===== src/source/memory_pkg.sv =====
// Geometry is fixed at eight entries because the PLRU tree has exactly three levels
`default_nettype none

package memory_pkg;

  // Number of d-TLB entries
  // The tree PLRU in the replacement block only supports this value
  localparam int unsigned D_TLB_ENTRIES = 8;

  // Entry index width, matches the three tree levels
  localparam int unsigned D_TLB_IDX_W = 3;

  // Page number widths for 4 KiB pages on a 32-bit address space
  localparam int unsigned VPN_W = 20;
  localparam int unsigned PPN_W = 20;

  // Virtual page number
  typedef logic [VPN_W-1:0] vpn_t;

  // Physical page number
  typedef logic [PPN_W-1:0] ppn_t;

  // One translation entry
  // Only store permission is tracked, reads are always allowed
  typedef struct packed {
    logic valid;
    vpn_t vpn;
    ppn_t ppn;
    logic writable;
  } dtlb_entry_t;

endpackage

`default_nettype wire


===== src/source/dtlb_fill_if.sv =====
// Refill path carries no handshake and fill_valid is a single-cycle strobe
`default_nettype none
`timescale 1ns/1ps

interface dtlb_fill_if;
  import memory_pkg::*;

  // Write strobe for the selected victim entry
  logic fill_valid;
  // Translation to be written
  vpn_t fill_vpn;
  ppn_t fill_ppn;
  logic fill_writable;

  // Miss tracker side drives the refill
  modport tracker (output fill_valid, fill_vpn, fill_ppn, fill_writable);

  // Entry array side consumes it
  modport array (input fill_valid, fill_vpn, fill_ppn, fill_writable);

endinterface

`default_nettype wire


===== src/source/dtlb.sv =====
// Eight-entry data TLB with one outstanding miss and no page walk, ASID or superpage support
`default_nettype none
`timescale 1ns/1ps

module dtlb (
  input  logic             clk_i,
  input  logic             rst_ni,
  input  logic             flush_i,
  // Lookup from the load/store unit
  input  logic             lookup_valid_i,
  input  memory_pkg::vpn_t lookup_vpn_i,
  input  logic             lookup_store_i,
  // Lookup response, one cycle later
  output logic             resp_valid_o,
  output logic             resp_hit_o,
  output memory_pkg::ppn_t resp_ppn_o,
  output logic             resp_fault_o,
  // L2 side
  output logic             l2_req_o,
  output memory_pkg::vpn_t l2_req_vpn_o,
  input  logic             l2_refill_valid_i,
  input  memory_pkg::vpn_t l2_refill_vpn_i,
  input  memory_pkg::ppn_t l2_refill_ppn_i,
  input  logic             l2_refill_writable_i,
  output logic             miss_pending_o
);
  import memory_pkg::*;

  // Array to replacement block
  logic [D_TLB_ENTRIES-1:0] valid_vec;
  logic [D_TLB_ENTRIES-1:0] hit_vec;
  logic [D_TLB_ENTRIES-1:0] replace_vec;

  // Captured lookup VPN for the miss tracker
  vpn_t resp_vpn;

  dtlb_fill_if fill_bus ();

  dtlb_entry_array i_entry_array (
    .clk_i          (clk_i),
    .rst_ni         (rst_ni),
    .flush_i        (flush_i),
    .lookup_valid_i (lookup_valid_i),
    .lookup_vpn_i   (lookup_vpn_i),
    .lookup_store_i (lookup_store_i),
    .fill           (fill_bus.array),
    .replace_vec_i  (replace_vec),
    .valid_vec_o    (valid_vec),
    .hit_vec_o      (hit_vec),
    .resp_valid_o   (resp_valid_o),
    .resp_hit_o     (resp_hit_o),
    .resp_vpn_o     (resp_vpn),
    .resp_ppn_o     (resp_ppn_o),
    .resp_fault_o   (resp_fault_o)
  );

  // Fill strobe doubles as the replacement access
  dtlb_replacement_block i_replacement_block (
    .clk_i                   (clk_i),
    .rst_ni                  (rst_ni),
    .tlb_valid_vec_i         (valid_vec),
    .valid_tlb_read_i        (lookup_valid_i),
    .valid_tlb_replacement_i (fill_bus.fill_valid),
    .hit_vec_i               (hit_vec),
    .replace_vec_o           (replace_vec)
  );

  dtlb_miss_tracker i_miss_tracker (
    .clk_i                (clk_i),
    .rst_ni               (rst_ni),
    .flush_i              (flush_i),
    .resp_valid_i         (resp_valid_o),
    .resp_hit_i           (resp_hit_o),
    .resp_vpn_i           (resp_vpn),
    .l2_req_o             (l2_req_o),
    .l2_req_vpn_o         (l2_req_vpn_o),
    .l2_refill_valid_i    (l2_refill_valid_i),
    .l2_refill_vpn_i      (l2_refill_vpn_i),
    .l2_refill_ppn_i      (l2_refill_ppn_i),
    .l2_refill_writable_i (l2_refill_writable_i),
    .miss_pending_o       (miss_pending_o),
    .fill                 (fill_bus.tracker)
  );

endmodule

`default_nettype wire


===== src/source/dtlb_entry_array.sv =====
// Fully associative storage with a registered lookup response and no duplicate-VPN detection
`default_nettype none
`timescale 1ns/1ps

module dtlb_entry_array (
  input  logic                                 clk_i,
  input  logic                                 rst_ni,
  input  logic                                 flush_i,
  input  logic                                 lookup_valid_i,
  input  memory_pkg::vpn_t                     lookup_vpn_i,
  input  logic                                 lookup_store_i,
  dtlb_fill_if.array                           fill,
  input  logic [memory_pkg::D_TLB_ENTRIES-1:0] replace_vec_i,
  output logic [memory_pkg::D_TLB_ENTRIES-1:0] valid_vec_o,
  output logic [memory_pkg::D_TLB_ENTRIES-1:0] hit_vec_o,
  output logic                                 resp_valid_o,
  output logic                                 resp_hit_o,
  output memory_pkg::vpn_t                     resp_vpn_o,
  output memory_pkg::ppn_t                     resp_ppn_o,
  output logic                                 resp_fault_o
);
  import memory_pkg::*;

  // Translation entries
  dtlb_entry_t entry_q [D_TLB_ENTRIES];

  // Combinational lookup result
  logic lookup_hit;
  ppn_t hit_ppn;
  logic hit_writable;

  // Response registers
  logic resp_valid_q;
  logic resp_hit_q;
  logic resp_fault_q;
  vpn_t resp_vpn_q;
  ppn_t resp_ppn_q;

  // Valid bits and per-entry VPN compare
  always_comb begin
    for (int k = 0; k < D_TLB_ENTRIES; k++) begin
      valid_vec_o[k] = entry_q[k].valid;
      hit_vec_o[k]   = entry_q[k].valid && (entry_q[k].vpn == lookup_vpn_i);
    end
  end

  // AND-OR mux over the one-hot hit vector
  always_comb begin
    hit_ppn      = '0;
    hit_writable = 1'b0;
    for (int k = 0; k < D_TLB_ENTRIES; k++) begin
      if (hit_vec_o[k]) begin
        hit_ppn      = hit_ppn | entry_q[k].ppn;
        hit_writable = hit_writable | entry_q[k].writable;
      end
    end
  end

  assign lookup_hit = |hit_vec_o;

  // Entry update
  // Flush drops every translation, a fill writes the victim picked by the PLRU
  always_ff @(posedge clk_i or negedge rst_ni) begin
    if (!rst_ni) begin
      for (int k = 0; k < D_TLB_ENTRIES; k++) begin
        entry_q[k] <= '0;
      end
    end else if (flush_i) begin
      for (int k = 0; k < D_TLB_ENTRIES; k++) begin
        entry_q[k].valid <= 1'b0;
      end
    end else if (fill.fill_valid) begin
      for (int k = 0; k < D_TLB_ENTRIES; k++) begin
        if (replace_vec_i[k]) begin
          entry_q[k] <= '{valid:    1'b1,
                          vpn:      fill.fill_vpn,
                          ppn:      fill.fill_ppn,
                          writable: fill.fill_writable};
        end
      end
    end
  end

  // Response flags, hit and fault only mean something with valid
  always_ff @(posedge clk_i or negedge rst_ni) begin
    if (!rst_ni) begin
      resp_valid_q <= 1'b0;
      resp_hit_q   <= 1'b0;
      resp_fault_q <= 1'b0;
    end else begin
      resp_valid_q <= lookup_valid_i;
      resp_hit_q   <= lookup_valid_i && lookup_hit;
      // Store to a page without write permission
      resp_fault_q <= lookup_valid_i && lookup_hit && lookup_store_i && !hit_writable;
    end
  end

  // Captured VPN and translated PPN
  always_ff @(posedge clk_i) begin
    if (lookup_valid_i) begin
      resp_vpn_q <= lookup_vpn_i;
      resp_ppn_q <= hit_ppn;
    end
  end

  assign resp_valid_o = resp_valid_q;
  assign resp_hit_o   = resp_hit_q;
  assign resp_fault_o = resp_fault_q;
  assign resp_vpn_o   = resp_vpn_q;
  assign resp_ppn_o   = resp_ppn_q;

endmodule

`default_nettype wire


===== src/source/dtlb_miss_tracker.sv =====
// Single outstanding miss only and the L2 side must accept every request without back-pressure
`default_nettype none
`timescale 1ns/1ps

module dtlb_miss_tracker (
  input  logic             clk_i,
  input  logic             rst_ni,
  input  logic             flush_i,
  // Registered lookup response
  input  logic             resp_valid_i,
  input  logic             resp_hit_i,
  input  memory_pkg::vpn_t resp_vpn_i,
  // Request towards L2
  output logic             l2_req_o,
  output memory_pkg::vpn_t l2_req_vpn_o,
  // Refill from L2
  input  logic             l2_refill_valid_i,
  input  memory_pkg::vpn_t l2_refill_vpn_i,
  input  memory_pkg::ppn_t l2_refill_ppn_i,
  input  logic             l2_refill_writable_i,
  output logic             miss_pending_o,
  dtlb_fill_if.tracker     fill
);
  import memory_pkg::*;

  // Outstanding miss state
  logic pending_q;
  vpn_t pending_vpn_q;
  logic req_q;

  logic new_miss;
  logic refill_match;

  // Miss with nothing in flight starts a request
  // Misses while one is pending are dropped
  assign new_miss = resp_valid_i && !resp_hit_i && !pending_q;

  // Only the refill for the pending page is written
  // A flush in the same cycle cancels it
  assign refill_match = l2_refill_valid_i && pending_q &&
                        (l2_refill_vpn_i == pending_vpn_q) && !flush_i;

  always_ff @(posedge clk_i or negedge rst_ni) begin
    if (!rst_ni) begin
      pending_q <= 1'b0;
      req_q     <= 1'b0;
    end else begin
      // Request is a one-cycle pulse
      req_q <= new_miss && !flush_i;
      if (flush_i) begin
        pending_q <= 1'b0;
      end else if (new_miss) begin
        pending_q <= 1'b1;
      end else if (refill_match) begin
        pending_q <= 1'b0;
      end
    end
  end

  // Page being fetched, also used as request address
  always_ff @(posedge clk_i) begin
    if (new_miss) begin
      pending_vpn_q <= resp_vpn_i;
    end
  end

  assign l2_req_o       = req_q;
  assign l2_req_vpn_o   = pending_vpn_q;
  assign miss_pending_o = pending_q;

  // Forward refill to the entry array in the same cycle
  assign fill.fill_valid    = refill_match;
  assign fill.fill_vpn      = l2_refill_vpn_i;
  assign fill.fill_ppn      = l2_refill_ppn_i;
  assign fill.fill_writable = l2_refill_writable_i;

endmodule

`default_nettype wire


===== src/source/dtlb_replacement_block.sv =====
// Tree PLRU for exactly eight entries with invalid-first filling and a one-hot victim output
`default_nettype none
`timescale 1ns/1ps

module dtlb_replacement_block (
  input  logic                                 clk_i,
  input  logic                                 rst_ni,
  input  logic [memory_pkg::D_TLB_ENTRIES-1:0] tlb_valid_vec_i,
  input  logic                                 valid_tlb_read_i,
  input  logic                                 valid_tlb_replacement_i,
  input  logic [memory_pkg::D_TLB_ENTRIES-1:0] hit_vec_i,
  output logic [memory_pkg::D_TLB_ENTRIES-1:0] replace_vec_o
);
  import memory_pkg::*;

  // Tree node state, 0 points the victim to the lower half
  logic       root_q;
  logic [1:0] mid_q;
  logic [3:0] leaf_q;

  // Node enables and next values
  logic       root_en;
  logic       root_d;
  logic [1:0] mid_en;
  logic [1:0] mid_d;
  logic [3:0] leaf_en;
  logic [3:0] leaf_d;

  // Lookup that hits in this cycle
  logic read_hit;

  // Entry touched in this cycle, one-hot or zero
  logic [D_TLB_ENTRIES-1:0] access_vec;

  // Victim candidates
  logic [D_TLB_IDX_W-1:0] plru_idx;
  logic [D_TLB_IDX_W-1:0] invalid_idx;
  logic [D_TLB_IDX_W-1:0] victim_idx;
  logic                   all_valid;

  // A lookup that misses is no access
  assign read_hit = valid_tlb_read_i && |hit_vec_i;

  // Hit or fill selects the accessed entry
  // A hit and a fill together leave the tree unchanged
  always_comb begin
    access_vec = '0;
    if (read_hit && !valid_tlb_replacement_i) begin
      access_vec = hit_vec_i;
    end else if (valid_tlb_replacement_i && !read_hit) begin
      access_vec = replace_vec_o;
    end
  end

  // Leaf to root update
  // Each node on the path is set to point away from the accessed entry
  always_comb begin
    for (int k = 0; k < 4; k++) begin
      leaf_en[k] = access_vec[2*k] | access_vec[2*k+1];
      // Lower entry accessed so point to the upper one
      leaf_d[k]  = access_vec[2*k];
    end
    for (int k = 0; k < 2; k++) begin
      mid_en[k] = leaf_en[2*k] | leaf_en[2*k+1];
      mid_d[k]  = leaf_en[2*k];
    end
    root_en = mid_en[0] | mid_en[1];
    root_d  = mid_en[0];
  end

  // Seven enabled node flops
  always_ff @(posedge clk_i or negedge rst_ni) begin
    if (!rst_ni) begin
      root_q <= 1'b0;
      mid_q  <= '0;
      leaf_q <= '0;
    end else begin
      if (root_en) begin
        root_q <= root_d;
      end
      for (int k = 0; k < 2; k++) begin
        if (mid_en[k]) begin
          mid_q[k] <= mid_d[k];
        end
      end
      for (int k = 0; k < 4; k++) begin
        if (leaf_en[k]) begin
          leaf_q[k] <= leaf_d[k];
        end
      end
    end
  end

  // Walk the tree from root to leaf for the PLRU index
  assign plru_idx[2] = root_q;
  assign plru_idx[1] = mid_q[plru_idx[2]];
  assign plru_idx[0] = leaf_q[plru_idx[2:1]];

  // Lowest invalid entry, scanning down so index 0 wins
  always_comb begin
    invalid_idx = '0;
    for (int k = D_TLB_ENTRIES - 1; k >= 0; k--) begin
      if (!tlb_valid_vec_i[k]) begin
        invalid_idx = D_TLB_IDX_W'(k);
      end
    end
  end

  // PLRU only once every entry holds a translation
  assign all_valid  = &tlb_valid_vec_i;
  assign victim_idx = all_valid ? plru_idx : invalid_idx;

  // One-hot victim for the entry array
  always_comb begin
    for (int k = 0; k < D_TLB_ENTRIES; k++) begin
      replace_vec_o[k] = (victim_idx == D_TLB_IDX_W'(k));
    end
  end

endmodule

`default_nettype wire


===== config.mk =====
export PLATFORM = sky130hd
export DESIGN_NAME = dtlb
export DESIGN_NICKNAME = d
export VERILOG_FILES = /design/src/source/memory_pkg.sv /design/src/source/dtlb_fill_if.sv /design/src/source/dtlb.sv /design/src/source/dtlb_entry_array.sv /design/src/source/dtlb_miss_tracker.sv /design/src/source/dtlb_replacement_block.sv
export SDC_FILE = /design/constraint.sdc
export NUM_CORES = 1
export LEC_CHECK = 0
export ABC_CLOCK_PERIOD_IN_PS = 7800
export BUFFER_PORTS_ARGS = -buffer_cell sky130_fd_sc_hd__buf_2
export CORE_ASPECT_RATIO = 1.25
export CORE_MARGIN = 2
export CORE_UTILIZATION = 35
export DETAILED_ROUTE_END_ITERATION = 16
export SLEW_MARGIN = 0
export SYNTH_ARGS = -nofsm -noshare
export SYNTH_HDL_FRONTEND = slang
export SYNTH_SLANG_ARGS = --single-unit

===== constraint.sdc =====
create_clock -name clk_i -period 7.8 [get_ports clk_i]
set_input_delay 1.56 -clock clk_i [delete_from_list [all_inputs] [get_ports clk_i]]
set_output_delay 1.56 -clock clk_i [all_outputs]
set_load 0.02 [all_outputs]

Word-level counts from Yosys, hierarchy flattened
Index checks and enable logic that the tools add are counted.
{ "classes": {"order_cmp": 2, "eq_ne": 16, "n_mux": 51, "bitwise_logic": 22, "n_reduce_logical": 54} }
{ "ops": {"columns": ["op", "n"], "rows": [
  ["$mux W336", 1],
  ["$mux W42", 8],
  ["$eq A20 B20 Y1", 9],
  ["$mux W20", 8],
  ["$or A20 B20 Y20", 7],
  ["$mux W3", 9],
  ["$reduce_and A3 Y1", 8],
  ["$mux W1", 22],
  ["$logic_and A1 B1 Y1", 19],
  ["$reduce_bool A2 Y1", 9],
  ["$mux W8", 2],
  ["$reduce_and A2 Y1", 8],
  ["$or A1 B1 Y1", 14],
  ["$eq A3 B3 Y1 const B", 4],
  ["$reduce_and A8 Y1", 1],
  ["$reduce_or A8 Y1", 1],
  ["$eq A3 B2 Y1 const B", 2],
  ["$logic_not A1 Y1", 6],
  ["$eq A3 B1 Y1 const B", 1],
  ["$logic_not A3 Y1", 1],
  ["$lt A2 B3 Y1 const B", 1],
  ["$reduce_bool A3 Y1", 1],
  ["$bmux W1 S2", 1],
  ["$lt A1 B2 Y1 const B", 1],
  ["$not A1 Y1", 1]
]} }
{ "word_totals": {"regBits": 408, "out_inout_bits": 45, "elab_cells": 192} }

Depth between registers and ports, before layout
{ "depth": {"depth_word": 19, "mapped_depth": 11} }

Hierarchy
Synthesis repeated with hierarchy kept, for this count alone.
{ "hier_totals": {"cells_unflattened": 1312, "hier_area_um2": 18601.6} }
{ "by_module_without_submodules": {"columns": ["mod", "instances", "cells_each", "area_each_um2"], "rows": [
  ["dtlb_entry_array", 1, 1135, 16714.8],
  ["dtlb_miss_tracker", 1, 99, 1248.7],
  ["dtlb_replacement_block", 1, 78, 638.1]
]} }

Worst setup path after synthesis
Ideal clock, no wire load.
{ "synth_timing": {"kind": "input to register", "start": "input port l2_refill_vpn_i[5]", "end": "register i_entry_array.entry_q[294] (netlist name)", "setup_time_ns": 0.125, "t_arrival_ns": 3.668, "path_slack_ns": 4.007, "cell_stages": 9, "n_path_buf": 3, "path_cell_list": "clkbuf_1 -> xnor2_1 -> nand4_1 -> or4_4 -> nor4_4 -> and3_1 -> buf_2 -> buf_4 -> mux2_2"} }
{ "synth_between": {"elab_chain_cells": 4} }
{ "synth_lines": {"columns": ["element", "line_no", "rtl"], "rows": [
  ["from (decl)", "dtlb.sv:22", "input memory_pkg::vpn_t l2_refill_vpn_i,"],
  ["$eq A20 B20 Y1", "dtlb_miss_tracker.sv:41", "(l2_refill_vpn_i == pending_vpn_q) && !flush_i;"],
  ["$logic_and A1 B1 Y1", "dtlb_miss_tracker.sv:40", "assign refill_match = l2_refill_valid_i && pending_q &&"],
  ["$logic_and A1 B1 Y1", "dtlb_miss_tracker.sv:41", null],
  ["$reduce_and A3 Y1 (no line)", null, null],
  ["to (signal, indexed assignment)", "dtlb_entry_array.sv:75", "entry_q[k] <= '{valid: 1'b1,"],
  ["to (decl)", "dtlb_entry_array.sv:25", "dtlb_entry_t entry_q [D_TLB_ENTRIES];"]
]} }
Every way passes these cells.
A chain may end at the register's enable or synchronous reset.

Worst setup path after layout
{ "layout_timing": {"start": "input port l2_refill_vpn_i[3]", "end": "register i_entry_array.entry_q[304] (netlist name)"} }
The elaborated chain is that of the path after synthesis.

==> reports/results.md <==
| Stage | Quantity | Reported |
| --- | --- | --- |
| timing | Slew Limit Headroom | 30.6% |
| cts | Post-CTS repair timing setup buffer count | 0 |
| synthesis | Top cells by area, synth | dfrtp_1 (48%), mux2_2 (16%), edfxtp_1 (9.9%) |
| synthesis | Count of flip-flops with a built-in enable after synthesis | 60 |
| power and ir drop | Total power density per cell area | 215 mW/mm2 |
| cells and area | Reg area | 0.0105 mm2 |
| synthesis | Largest area contributor in the synthesized netlist | dfrtp_1 |
| synthesis | Cell count after synthesis | 1413 |
| timing | Worst slew pin tran | 1040 ps |
| route | Drt first pass iters | 5 |
| setup path | Required @ worst endpoint | 8240 ps |
| timing | Final Max Tran Viols | 0 |
| cells and area | Final standard cell utilization of the core | 40.3% |
| route | Average wire length per cell after detail routing | 23.3 um |
| cells and area | Area Overhead vs Synth | 13.9% |
| global route | Total congestion overflow | 0 |
| timing | Worst hold margin | 417 ps |
| setup path | Data arrival time of the critical path | 5180 ps |
| synthesis | Async set-reset flop share out of synthesis | 85.3% |
| outcome | Status | finished clean |
| die | Top Ports | 112 |
| cells and area | Total area of multi-input combinational cells | 0.00721 mm2 |
| power and ir drop | Worst ir drop on vdd | 0.000144 V |
| cells and area | Net total in the final layout | 1556 |
| cts | Number of clock sinks | 408 |
| global route | Wire length of the first global-routing pass | 77.7 mm |
| die | Chip Height | 259 um |
| global route | Initial antenna violation count | 2 |
| cts | Clk Tree Root Cell | clkbuf_16 |
| die | Initial cell density of the core | 35.4% |
| synthesis | Proportion of synthesized chip area in sequential cells | 57.7% |
| setup path | Kind of start point of the critical path | primary input |
| timing | Sum of negative setup slack | 0 ps |
| route | Post-detailed-route via-to-cell ratio | 5.23 |
| setup path | Worst reg2reg setup slack | 3760 ps |
| timing | Final min period | 4740 ps |
| cts | Number of gates resized after CTS | 0 |
| cts | Number of CTS-inserted buffers | 43 |
| synthesis | Count of warnings emitted by yosys | 0 |
| synthesis | Predominant post-synthesis flop cell | dfrtp_1 |
| cells and area | FILL cells | 4924 |
| power and ir drop | Leakage power summed over all cells | 10.1 nW |
| die | Die Outline Area | 0.0539 mm2 |
| timing | RSZ-0062 raised after global routing | no |
| cts | Post-cts hold buffer count | 0 |
| synthesis | Synthesized area | 0.0182 mm2 |
| cells and area | Total inserted antenna cells | 0 |
| timing | Count of final hold-check violations | 0 |
| route | Routed Antenna Nets | 0 |
| synthesis | Fraction of post-synthesis cell area in the top cell type by area | 47.8% |
| route | Final wirelength | 51.0 mm |
| timing | Final Skew | 24.4 ps |
| synthesis | Mean instance size in the synthesized netlist | 12.9 um2 |
| min path | Worst Min Path Start | i_entry_array.resp_vpn_o[11] |
| global route | Total track usage | 19.1% |
| cells and area | Most common cell after layout, fill and taps aside | dfrtp_1 |
| global route | Largest net degree at the start of global routing | 111 |
| timing | Final cycle utilization of the critical path | 60.8% |
| timing | Achievable clock frequency | 211 MHz |
| synthesis | Yosys cell types | 53 |
| setup path | Critical path fanouts, max | 23 |
| cts | Clock tree from TritonCTS | yes |
| cells and area | Highest-count cells in the layout ignoring fill and taps | dfrtp_1 (348), mux2_2 (266), nand2_1 (191) |
| placed design | Routability Congestion | 0.787 |
| die | Cell row count | 93 |
| power and ir drop | Overall power consumption | 4.47 mW |
| die | Horizontal die dimension | 208 um |
| die | Core area | 0.0514 mm2 |
| synthesis | Nets in the synthesized netlist | 1480 |
| min path | Path class of the lowest-slack min-delay path | flop to flop |
| global route | Via count of the first global-routing pass | 12200 |
| route | Via count of the routed design | 11400 |
| cts | H-tree depth | 2 |
| setup path | Endpoint kind of the worst setup timing path | flop |
| setup path | Critical path class | primary input to flop |
| setup path | Source of the worst register-to-register timing path | i_miss_tracker.l2_req_vpn_o[3] |
| cts | Source-to-sink clock delay at the later pin of the worst-skew pair | 570 ps |
| min path | Number of instances on the worst hold path | 0 |
| placed design | Port Buffers | 111 |
| setup path | Critical Path Source | l2_refill_vpn_i[3] |
| job | Number of max-cap violations | 0 |
| route | Iteration-0 DRC count of the detailed router | 621 |
| timing | Setup violators final | 0 |
| cts | Maximum root-to-sink buffer count | 3 |
| placed design | Post-DP HPWL | 32.5 mm |
| cells and area | Share of layout cells above drive strength 1 | 32.6% |
| synthesis | Flops & latches, synth | 408 |
| route | Post-route DRC | 0 |
| setup path | R2r worst-path depth | 7 |
| cts | Register clock-pin slew on the reported worst setup and hold paths | 60 ps |
[cell type report]
cell class,count,area share (%)
Clock inverter,14,0.332
Sequential cell,408,50.7
Multi-Input combinational cell,895,34.8
Inverter,7,0.127
Timing Repair Buffer,134,3.56
Tap cell,665,4.01
Clock buffer,65,6.57
[cell usage after synthesis (all sizes together) (2+ instances only)]
| cell type | n |
|---|---|
| clkbuf | 28 |
| mux2i | 2 |
| a211oi | 5 |
| and2 | 3 |
| nand2 | 191 |
| and3 | 3 |
| buf | 75 |
| nor4 | 32 |
| a21oi | 11 |
| or2 | 2 |
| a21boi | 7 |
| nand3 | 32 |
| nor2 | 12 |
| mux2 | 266 |
| edfxtp | 60 |
| a22o | 20 |
| xnor2 | 80 |
| o211ai | 4 |
| inv | 7 |
| a21o | 5 |
| a221oi | 21 |
| o21ai | 11 |
| nor3 | 5 |
| nand2b | 3 |
| or4 | 2 |
| a22oi | 42 |
| nand4 | 26 |
| xor2 | 100 |
| dfrtp | 348 |
[final timing paths]
| check | end |
|---|---|
| worst max register to register | i_entry_array.entry_q[304] |
| worst max-delay path | i_entry_array.entry_q[304] |
| max in group asynchronous | i_entry_array.entry_q[253] |
| worst min register to register | i_miss_tracker.l2_req_vpn_o[11] |
| worst min-delay path | i_miss_tracker.l2_req_vpn_o[11] |
| min in group asynchronous | i_entry_array.entry_q[195] |
[routing by layer]
layer,global-route usage [%],vias up,wire length (um)
met5,0,-,0
met4,7.23,0,1740
met3,2.59,97,1960
met2,33.7,247,25900
met1,23.8,5975,21400
li1,-,5123,-
[critical path: stages]
cell and delay (ps):
buf_2 180, xor2_1 180, nor4_1 860, nand4_1 430
nor4_4 380, and3_2 700, buf_4 490, mux2_2 390
[flip-flops by register name, summed over array words and instances (netlist names), 2 cells and up]
name / cells
i_entry_array.entry_q: 328
i_entry_array.resp_ppn_o: 20
i_entry_array.resp_vpn_o: 20
i_entry_array.valid_vec_o: 8
i_miss_tracker.l2_req_vpn_o: 20
i_replacement_block.leaf_q: 4
i_replacement_block.mid_q: 2
[where the power goes]
group	switching, mW	internal, mW
clock network	0.852	1.20
logic	0.163	0.0546
registers	0.0101	2.18
total	1.02	3.44
[per-stage QoR]
stage                     cells  instance area, um2  setup WS, ps
after global routing       2188               20700          2920
after global placement     2109               19300          2440
after floorplan            1413               18200          4010
after CTS                  2188               20700          3000
final                      2188               20700          3060
after detailed placement   2109               19300          2420
[cell families (layout without fill, tap and decap cells)]
logic type      Yosys count  after routing  synth area share (%)
flops                   408            408                  57.7
simple gates            315            315                  8.35
mux                     268            268                  16.6
xor+xnor                180            180                  8.66
compound gates          132            132                  5.51
buf+inv                 110            220                  3.23
Power figures use the tool's default switching activity.
